===== src/common/tagfifo_pkg.sv =====
// shared widths and beat types for the tagged demultiplexing FIFO
package tagfifo_pkg;

   // width of one data word
   localparam int data_width = 16;

   // number of output channels, buffered and unbuffered together
   localparam int num_chan = 4;

   // channel tag width, ceiling of log2 of the channel count
   localparam int tag_width = $clog2(num_chan);

   // a channel tag
   typedef logic [tag_width-1:0] tag_t;

   // a data word
   typedef logic [data_width-1:0] data_t;

   // one word of the input stream together with its destination channel
   typedef struct packed {
      tag_t  tag;
      data_t data;
   } in_beat_t;

   // registered result of a big RAM read on its way to the little FIFOs
   // valid marks a read that was actually issued the cycle before
   typedef struct packed {
      logic  valid;
      tag_t  tag;
      data_t data;
   } rd_beat_t;

   // one bit per channel, used for valid, acknowledge, request and credit vectors
   typedef logic [num_chan-1:0] chan_vec_t;

   // one data word per channel on the output side
   typedef data_t [num_chan-1:0] chan_data_t;

endpackage


===== src/hw/little_fifo_bank.sv =====
`timescale 1ns/1ps

// small per-channel output FIFOs fed from the RAM read register
// unbuffered channels are wired straight from the input
module little_fifo_bank #(
   parameter int                     buffering       = 3,
   parameter tagfifo_pkg::chan_vec_t unbuffered_mask = '0
) (
   input  logic                       clk_i,
   input  logic                       rst_n_i,
   input  tagfifo_pkg::rd_beat_t      rd_beat_i,
   input  logic                       valid_i,
   input  tagfifo_pkg::in_beat_t      beat_i,
   input  tagfifo_pkg::chan_vec_t     yumi_i,
   output tagfifo_pkg::chan_vec_t     valid_o,
   output tagfifo_pkg::chan_data_t    data_o
);

   localparam int idx_width = $clog2(buffering);
   localparam int cnt_width = $clog2(buffering + 1);

   for (genvar i = 0; i < tagfifo_pkg::num_chan; i++)
   begin : g_chan
      if (unbuffered_mask[i])
      begin : g_unbuf
         // the consumer is assumed always ready here, so yumi_i is not looked at
         assign valid_o[i] = valid_i && (beat_i.tag == tagfifo_pkg::tag_width'(i));
         assign data_o[i]  = beat_i.data;
      end
      else
      begin : g_buf
         tagfifo_pkg::data_t   mem [buffering];
         logic [idx_width-1:0] wr_q;
         logic [idx_width-1:0] rd_q;
         logic [cnt_width-1:0] count_q;
         logic                 push;
         logic                 pop;

         assign push = rd_beat_i.valid && (rd_beat_i.tag == tagfifo_pkg::tag_width'(i));
         assign pop  = yumi_i[i];

         // payload slots carry no reset
         always_ff @(posedge clk_i)
         begin
            if (push)
               mem[wr_q] <= rd_beat_i.data;
         end

         // depth need not be a power of two, so both indices wrap explicitly
         always_ff @(posedge clk_i)
         begin
            if (!rst_n_i)
            begin
               wr_q    <= '0;
               rd_q    <= '0;
               count_q <= '0;
            end
            else
            begin
               if (push)
                  wr_q <= (wr_q == idx_width'(buffering - 1)) ? '0 : wr_q + 1'b1;
               if (pop)
                  rd_q <= (rd_q == idx_width'(buffering - 1)) ? '0 : rd_q + 1'b1;
               if (push && !pop)
                  count_q <= count_q + 1'b1;
               else if (pop && !push)
                  count_q <= count_q - 1'b1;
            end
         end

         assign valid_o[i] = (count_q != '0);
         assign data_o[i]  = mem[rd_q];

         // credits upstream reserve a slot before every read, so a full FIFO is never pushed
         a_no_push_full: assert property (@(posedge clk_i) disable iff (!rst_n_i)
            !(push && count_q == cnt_width'(buffering)));
      end
   end

endmodule


===== src/hw/rr_arbiter.sv =====
`timescale 1ns/1ps

// round-robin choice of the channel that gets the next RAM read
module rr_arbiter (
   input  logic                   clk_i,
   input  logic                   rst_n_i,
   input  tagfifo_pkg::chan_vec_t req_i,
   output logic                   grant_valid_o,
   output tagfifo_pkg::tag_t      grant_tag_o,
   input  logic                   accept_i
);

   // channel that last had its grant accepted
   tagfifo_pkg::tag_t last_q;
   tagfifo_pkg::tag_t idx;

   // scan starts just after the last winner and wraps around once
   always_comb
   begin
      grant_valid_o = 1'b0;
      grant_tag_o   = last_q;
      idx           = last_q;
      for (int k = 1; k <= tagfifo_pkg::num_chan; k++)
      begin
         idx = tagfifo_pkg::tag_width'((int'(last_q) + k) % tagfifo_pkg::num_chan);
         if (!grant_valid_o && req_i[idx])
         begin
            grant_valid_o = 1'b1;
            grant_tag_o   = idx;
         end
      end
   end

   // a grant that is not taken does not cost the channel its turn
   always_ff @(posedge clk_i)
   begin
      if (!rst_n_i)
         last_q <= tagfifo_pkg::tag_width'(tagfifo_pkg::num_chan - 1);
      else if (accept_i)
         last_q <= grant_tag_o;
   end

   // the RAM read may only be issued against a live grant
   a_accept_granted: assert property (@(posedge clk_i) disable iff (!rst_n_i)
      accept_i |-> grant_valid_o);

endmodule


===== src/hw/tagged_fifo_shared_top.sv =====
`timescale 1ns/1ps

// one-to-many tagged FIFO over a shared single-port RAM
module tagged_fifo_shared_top #(
   parameter int                     els_per_chan    = 8,
   parameter int                     buffering       = 3,
   parameter tagfifo_pkg::chan_vec_t unbuffered_mask = 4'b1000
) (
   input  logic                    clk_i,
   input  logic                    rst_n_i,
   input  logic                    valid_i,
   input  tagfifo_pkg::in_beat_t   beat_i,
   output logic                    yumi_o,
   output tagfifo_pkg::chan_vec_t  valid_o,
   input  tagfifo_pkg::chan_vec_t  yumi_i,
   output tagfifo_pkg::chan_data_t data_o
);

   tagfifo_pkg::chan_vec_t req;
   logic                   grant_valid;
   tagfifo_pkg::tag_t      grant_tag;
   logic                   grant_accept;
   tagfifo_pkg::rd_beat_t  rd_beat;

   shared_buffer #(
      .els_per_chan    (els_per_chan),
      .buffering       (buffering),
      .unbuffered_mask (unbuffered_mask)
   ) i_shared_buffer (
      .clk_i          (clk_i),
      .rst_n_i        (rst_n_i),
      .valid_i        (valid_i),
      .beat_i         (beat_i),
      .yumi_o         (yumi_o),
      .chan_yumi_i    (yumi_i),
      .req_o          (req),
      .grant_valid_i  (grant_valid),
      .grant_tag_i    (grant_tag),
      .grant_accept_o (grant_accept),
      .rd_beat_o      (rd_beat)
   );

   rr_arbiter i_rr_arbiter (
      .clk_i         (clk_i),
      .rst_n_i       (rst_n_i),
      .req_i         (req),
      .grant_valid_o (grant_valid),
      .grant_tag_o   (grant_tag),
      .accept_i      (grant_accept)
   );

   little_fifo_bank #(
      .buffering       (buffering),
      .unbuffered_mask (unbuffered_mask)
   ) i_little_fifo_bank (
      .clk_i     (clk_i),
      .rst_n_i   (rst_n_i),
      .rd_beat_i (rd_beat),
      .valid_i   (valid_i),
      .beat_i    (beat_i),
      .yumi_i    (yumi_i),
      .valid_o   (valid_o),
      .data_o    (data_o)
   );

endmodule


===== src/shared_buffer/chan_tracker.sv =====
`timescale 1ns/1ps

// pointer bookkeeping for one channel region of the shared RAM
module chan_tracker #(
   parameter int els_per_chan = 8,
   localparam int ptr_width = $clog2(els_per_chan)
) (
   input  logic                 clk_i,
   input  logic                 rst_n_i,
   input  logic                 enq_i,
   input  logic                 deq_i,
   output logic [ptr_width-1:0] wptr_o,
   output logic [ptr_width-1:0] rptr_o,
   output logic                 full_o,
   output logic                 empty_o
);

   // the top bit of each pointer is a wrap flag
   // equal flags with equal offsets mean empty, different flags mean full
   logic [ptr_width:0] wptr_q;
   logic [ptr_width:0] rptr_q;

   always_ff @(posedge clk_i)
   begin
      if (!rst_n_i)
      begin
         wptr_q <= '0;
         rptr_q <= '0;
      end
      else
      begin
         // els_per_chan is a power of two so plain increments wrap the offset
         if (enq_i)
            wptr_q <= wptr_q + 1'b1;
         if (deq_i)
            rptr_q <= rptr_q + 1'b1;
      end
   end

   assign wptr_o  = wptr_q[ptr_width-1:0];
   assign rptr_o  = rptr_q[ptr_width-1:0];
   assign empty_o = (wptr_q == rptr_q);
   assign full_o  = (wptr_q[ptr_width] != rptr_q[ptr_width])
                 && (wptr_q[ptr_width-1:0] == rptr_q[ptr_width-1:0]);

   // admission upstream must stop at full, or the oldest word is overwritten
   a_no_enq_full: assert property (@(posedge clk_i) disable iff (!rst_n_i)
      !(enq_i && full_o));

   // the arbiter may only grant a channel that holds data
   a_no_deq_empty: assert property (@(posedge clk_i) disable iff (!rst_n_i)
      !(deq_i && empty_o));

endmodule


===== src/shared_buffer/shared_buffer.sv =====
`timescale 1ns/1ps

// input admission, per-channel trackers and credits, and the shared RAM port
module shared_buffer #(
   parameter int                     els_per_chan    = 8,
   parameter int                     buffering       = 3,
   parameter tagfifo_pkg::chan_vec_t unbuffered_mask = '0
) (
   input  logic                   clk_i,
   input  logic                   rst_n_i,
   input  logic                   valid_i,
   input  tagfifo_pkg::in_beat_t  beat_i,
   output logic                   yumi_o,
   input  tagfifo_pkg::chan_vec_t chan_yumi_i,
   output tagfifo_pkg::chan_vec_t req_o,
   input  logic                   grant_valid_i,
   input  tagfifo_pkg::tag_t      grant_tag_i,
   output logic                   grant_accept_o,
   output tagfifo_pkg::rd_beat_t  rd_beat_o
);

   localparam int ptr_width  = $clog2(els_per_chan);
   localparam int addr_width = tagfifo_pkg::tag_width + ptr_width;
   localparam int depth      = tagfifo_pkg::num_chan * els_per_chan;
   localparam int cred_width = $clog2(buffering + 1);

   logic [ptr_width-1:0]   wptr [tagfifo_pkg::num_chan];
   logic [ptr_width-1:0]   rptr [tagfifo_pkg::num_chan];
   tagfifo_pkg::chan_vec_t full;
   tagfifo_pkg::chan_vec_t empty;
   tagfifo_pkg::chan_vec_t enq;
   tagfifo_pkg::chan_vec_t deq;
   tagfifo_pkg::chan_vec_t in_onehot;
   tagfifo_pkg::chan_vec_t grant_onehot;

   logic                   tag_unbuf;
   logic                   ram_we;
   logic                   ram_re;
   logic [addr_width-1:0]  ram_addr;
   tagfifo_pkg::data_t     ram_rdata;
   logic                   rd_valid_q;
   tagfifo_pkg::tag_t      rd_tag_q;

   assign tag_unbuf    = unbuffered_mask[beat_i.tag];
   assign in_onehot    = tagfifo_pkg::chan_vec_t'(1) << beat_i.tag;
   assign grant_onehot = tagfifo_pkg::chan_vec_t'(1) << grant_tag_i;

   // unbuffered tags are always taken, buffered ones only while their region has room
   assign yumi_o = valid_i && (tag_unbuf || !full[beat_i.tag]);

   // only accepted buffered words are written, so a full region is never overwritten
   assign ram_we = yumi_o && !tag_unbuf;

   // the single port goes to the input whenever a word is offered
   // reads only use the idle cycles
   assign ram_re         = grant_valid_i && !valid_i;
   assign grant_accept_o = ram_re;

   assign enq = in_onehot & ~unbuffered_mask & {tagfifo_pkg::num_chan{ram_we}};
   assign deq = grant_onehot & {tagfifo_pkg::num_chan{ram_re}};

   // each region sits at the tag in the upper address bits
   assign ram_addr = ram_we ? {beat_i.tag, wptr[beat_i.tag]}
                            : {grant_tag_i, rptr[grant_tag_i]};

   for (genvar i = 0; i < tagfifo_pkg::num_chan; i++)
   begin : g_chan
      if (unbuffered_mask[i])
      begin : g_unbuf
         // nothing is ever stored for this channel, so it never asks for a read
         assign wptr[i]  = '0;
         assign rptr[i]  = '0;
         assign full[i]  = 1'b0;
         assign empty[i] = 1'b1;
         assign req_o[i] = 1'b0;
      end
      else
      begin : g_buf
         logic [cred_width-1:0] credit_q;

         chan_tracker #(
            .els_per_chan (els_per_chan)
         ) i_chan_tracker (
            .clk_i   (clk_i),
            .rst_n_i (rst_n_i),
            .enq_i   (enq[i]),
            .deq_i   (deq[i]),
            .wptr_o  (wptr[i]),
            .rptr_o  (rptr[i]),
            .full_o  (full[i]),
            .empty_o (empty[i])
         );

         // free slots in this channel's little FIFO, counting reads still in flight
         always_ff @(posedge clk_i)
         begin
            if (!rst_n_i)
               credit_q <= cred_width'(buffering);
            else if (deq[i] && !chan_yumi_i[i])
               credit_q <= credit_q - 1'b1;
            else if (chan_yumi_i[i] && !deq[i])
               credit_q <= credit_q + 1'b1;
         end

         assign req_o[i] = (credit_q != '0) && !empty[i];

         // a credit comes back only for a word that was read, so the count stays bounded
         a_credit_max: assert property (@(posedge clk_i) disable iff (!rst_n_i)
            credit_q <= cred_width'(buffering));
      end
   end

   shared_ram_1rw #(
      .depth (depth)
   ) i_shared_ram_1rw (
      .clk_i   (clk_i),
      .en_i    (ram_we || ram_re),
      .we_i    (ram_we),
      .addr_i  (ram_addr),
      .wdata_i (beat_i.data),
      .rdata_o (ram_rdata)
   );

   // read tag travels alongside the RAM latency
   always_ff @(posedge clk_i)
   begin
      if (!rst_n_i)
      begin
         rd_valid_q <= 1'b0;
         rd_tag_q   <= '0;
      end
      else
      begin
         rd_valid_q <= ram_re;
         rd_tag_q   <= grant_tag_i;
      end
   end

   assign rd_beat_o.valid = rd_valid_q;
   assign rd_beat_o.tag   = rd_tag_q;
   assign rd_beat_o.data  = ram_rdata;

   // the arbiter must only hand out a channel from the current request vector
   a_grant_requested: assert property (@(posedge clk_i) disable iff (!rst_n_i)
      grant_valid_i |-> req_o[grant_tag_i]);

endmodule


===== src/shared_buffer/shared_ram_1rw.sv =====
`timescale 1ns/1ps

// single-port synchronous RAM that holds every channel region
module shared_ram_1rw #(
   parameter int depth = 32,
   localparam int addr_width = $clog2(depth)
) (
   input  logic                    clk_i,
   input  logic                    en_i,
   input  logic                    we_i,
   input  logic [addr_width-1:0]   addr_i,
   input  tagfifo_pkg::data_t      wdata_i,
   output tagfifo_pkg::data_t      rdata_o
);

   tagfifo_pkg::data_t mem [depth];

   // one access per cycle, a read lands in rdata_o at the clock edge
   // rdata_o keeps its value across writes and idle cycles
   always_ff @(posedge clk_i)
   begin
      if (en_i)
      begin
         if (we_i)
            mem[addr_i] <= wdata_i;
         else
            rdata_o <= mem[addr_i];
      end
   end

endmodule


===== config.mk =====
export PLATFORM = sky130hd
export DESIGN_NAME = tagged_fifo_shared_top
export DESIGN_NICKNAME = d
export VERILOG_FILES = /design/src/common/tagfifo_pkg.sv /design/src/hw/little_fifo_bank.sv /design/src/hw/rr_arbiter.sv /design/src/hw/tagged_fifo_shared_top.sv /design/src/shared_buffer/chan_tracker.sv /design/src/shared_buffer/shared_buffer.sv /design/src/shared_buffer/shared_ram_1rw.sv
export SDC_FILE = /design/constraint.sdc
export NUM_CORES = 1
export LEC_CHECK = 0
export CORE_MARGIN = 5
export CORE_UTILIZATION = 45
export CTS_CLUSTER_SIZE = 8
export DETAILED_ROUTE_END_ITERATION = 8
export DONT_BUFFER_PORTS = 1
export GPL_ROUTABILITY_DRIVEN = 0
export PLACE_DENSITY = 0.62
export SLEW_MARGIN = 5
export SYNTH_ARGS = -nofsm -noshare
export SYNTH_HDL_FRONTEND = slang
export SYNTH_HIERARCHICAL = 1
export SYNTH_SLANG_ARGS = --single-unit

===== constraint.sdc =====
create_clock -name clk_i -period 11.9 [get_ports clk_i]
set_input_delay 1.785 -clock clk_i [delete_from_list [all_inputs] [get_ports clk_i]]
set_output_delay 1.785 -clock clk_i [all_outputs]
set_load 0.02 [all_outputs]

==> metrics.md <==
| Metric | Value |
|---|---|
| Cts repair resizes | 0 |
| Initial antenna violation count | 0 |
| Worst-Skew Late Latency | 650 ps |
| CTS tree | built |
| Outcome | completed |
| Gate Count Post-Synth | 1,752 |
| Tcrit/Tclk final | 47.4% |
| Seq/Total Area, Yosys | 73.8% |
| Slowest Stage Delay on Critical Path | 900 ps |
| Reg power frac | 49.8% |
| CP endpoint kind | flop |
| Max-cap violations | 0 |
| HP Class | reg2reg |
| Clock group share of total power | 40.7% |
| Largest area contributor in the netlist | edfxtp_1 |
| Wire per inst | 22.9 um |
| Avg Inst Size Synth | 16.5 um2 |
| Setup Crit Path Kind | reg2reg |
| Vias in the first global route | 14,900 |
| Num ports | 94 |
| DRC Markers | 0 |
| Cts hold-fix bufs | 0 |
| Number of setup violations in the final report | 0 |
| Leakage | 10.1 nW |
| Detailed Place HPWL | 36,400 um |
| Gr usage total | 17.4% |
| Worst slew pin tran | 1080 ps |
| Buf+Inv Stages, Crit Path | 4 |
| Count of final hold-check violations | 0 |
| Most instantiated cells after synthesis | 672 x edfxtp_1, 323 x mux2i_1, 127 x o22ai_1 |
| Core Area | 0.0641 mm2 |
| Gr ovfl total | 0 |
| DRT iter0 DRCs | 1,038 |
| Crit path max-delay family | simple AND/OR/NAND/NOR gates |
| Synth unique cells | 63 |
| Crit path max fanout | 134 |
| Most frequent cell after synthesis | edfxtp_1 |
| Worst setup SP type | flop |
| Layout cells sized above 1 | 11.4% |
| Chip width | 264 um |
| CTS root buf | clkbuf_16 |
| P_int | 0.00467 W |
| Setup TNS | 0 ps |
| Routed wire length | 61,300 um |
| Post-synth EDFFs | 672 |
| Rows | 93 |
| Part of the power in combinational logic | 9.5% |
| Fmax | 0.177 GHz |
| Via density | 5.54 |
| PnR Total Power | 0.00615 W |
| Most used flip-flop cell after synthesis | edfxtp_1 |
| Min Tclk post-route | 5640 ps |
| Psw | 0.00148 W |
| Worst hold slack | 486 ps |
| Reg clk slew, reported paths | 50 ps |
| Final net count | 1,826 |
| Synth warnings | 6 |
| CTS sink cnt | 731 |
| Yosys reg bits | 731 |
| DRT Pass-1 Iters | 5 |
| Via count | 14,800 |
| Crit-path slowest cell | nor4_1 |
| Area share of the leading cell type in the synthesized netlist | 69.8% |
| Power Dens Cells | 189 mW/mm2 |
| Multi-input logic area | 0.00683 mm2 |
| Port buffer count | 0 |
| Top cells by area, synth | edfxtp_1 70%, mux2i_1 11%, dfxtp_1 4.1% |
| Maximum VDD drop | 0.122 mV |
| Unrepaired setup endpoints after global routing | false |
| Final-report max-slew violation count | 0 |
| Max clock buf depth | 3 |
| Starting density of the core | 45.1% |
| Slew headroom | 27.8% |
| Syn Nets | 1,789 |
| Sw Share | 24.1% |
| Pin count of the biggest net entering global routing | 135 |
| Critical Path RT | 12,230 ps |
| Total CTS buffers | 101 |
| # Post-CTS Setup Buffers | 0 |
| FF/Latch Area | 0.0214 mm2 |
| H-tree depth | 3 |
| Die area | 0.0694 mm2 |
| First-pass GRT wire length | 92,100 um |
| Die Height | 264 um |
| Arr. time, crit path | 5970 ps |
| Post-synthesis cell area | 0.0289 mm2 |
| Async set or reset register ratio after synthesis | 0% |
| CP Cell Sequence | xor2_1 -> nor4b_2 -> nor2_1 -> inv_1 -> a2bb2oi_1 -> o211ai_1 -> buf_4 -> nor2b_1 -> a2bb2oi_1 -> mux2i_4 -> buf_12 -> buf_12 -> mux2i_1 -> o22ai_1 -> nor4_1 -> nand2_1 |
| Final-layout fill cell count | 5,142 |
| Clock skew | 27.0 ps |
| P&R area growth vs syn | 12.4% |
| Finished Core Util | 50.7% |
| Antenna Violating Nets Remaining | 0 |
## worst register-to-register path, cell delays in order (launching register included)
cell	delay [ps]
dfxtp_1	450
xor2_1	150
nor4b_2	270
nor2_1	120
inv_1	80
a2bb2oi_1	240
o211ai_1	150
buf_4	200
nor2b_1	320
a2bb2oi_1	160
mux2i_4	180
buf_12	660
buf_12	690
mux2i_1	470
o22ai_1	110
nor4_1	900
nand2_1	180
## cell families (layout without fill, tap and decap cells)
group / Yosys count / count (layout) / share of synthesized area, %
xor+xnor: 30 / 30 / 0.908
fa+ha+maj: 12 / 12 / 0.519
simple gates: 281 / 281 / 5.49
mux: 327 / 327 / 11.3
buf+inv: 138 / 200 / 2.82
flops: 731 / 731 / 73.8
other cells: 1 / 3 / 0.0130
compound gates: 232 / 232 / 5.06
## per-layer routing
| metal | routed length, um | vias to the layer above | GRT usage [%] |
|---|---|---|---|
| met5 | 0 | - | 0 |
| met4 | 1590 | 0 | 5.75 |
| met3 | 4130 | 101 | 4.14 |
| met2 | 30100 | 416 | 29.0 |
| met1 | 25500 | 7437 | 22.7 |
| li1 | - | 6846 | - |
## layout by cell type, fill, tap and decap left out, drive strengths merged, types with 35 or more instances in the layout
cell,n
mux2i,324
edfxtp,672
nor4,35
dfxtp,59
nor2,51
nand2,85
o21ai,59
o22ai,129
clkbuf,120
buf,54
## cell type report
class                   instances  area share (%)
flip-flops and latches        731            65.7
multi-input cells             883            21.0
inverters                      18           0.208
clock buffers                 120            8.00
clock inverters                 8           0.443
diodes                          2          0.0154
well taps                     855            3.29
repair buffers                 54            1.32
## registers in the layout, summed over array words and instances, names as in the netlist, named ones only
signal,count
i_shared_buffer/i_shared_ram_1rw/mem,512
i_shared_buffer/rd_valid_q,1
i_little_fifo_bank/g_chan.g_buf.wr_q,6
i_rr_arbiter/last_q,2
i_shared_buffer/g_chan.g_buf.i_chan_tracker/wptr_q,12
i_little_fifo_bank/g_chan.g_buf.mem,144
i_shared_buffer/rd_tag_q,2
i_shared_buffer/g_chan.g_buf.credit_q,6
i_shared_buffer/g_chan.g_buf.i_chan_tracker/rptr_q,12
i_little_fifo_bank/g_chan.g_buf.rd_q,6
i_shared_buffer/i_shared_ram_1rw/rdata_o,16
i_little_fifo_bank/g_chan.g_buf.count_q,6
## per-stage QoR
stage	cells	worst slack, ps	area, um2
floorplan	1752	6840	28900
global placement	2541	5940	29800
detailed placement	2541	5900	29800
CTS	2669	6330	32500
global route	2669	6020	32500
finish	2671	6260	32500
## power by group through the flow
stage / Clock [W] / Sequential, W / Combinational, W
floorplan: 0 / 0.00307 / 0.000415
global placement: 0 / 0.00310 / 0.000573
detailed placement: 0 / 0.00311 / 0.000585
CTS: 0.00256 / 0.00306 / 0.000587
global route: 0.00269 / 0.00308 / 0.000628
finish: 0.00250 / 0.00306 / 0.000586
## final timing paths
path / cells after the start / endpoint / slack (ps)
setup / recovery: 16 / i_shared_buffer/i_shared_ram_1rw/rdata_o[15] / 6260
hold / removal: 2 / flop / 490
setup reg to reg: 16 / i_shared_buffer/i_shared_ram_1rw/rdata_o[15] / 6260
hold reg to reg: 2 / flop / 490
No activity file was read; power rests on OpenSTA's default activity.
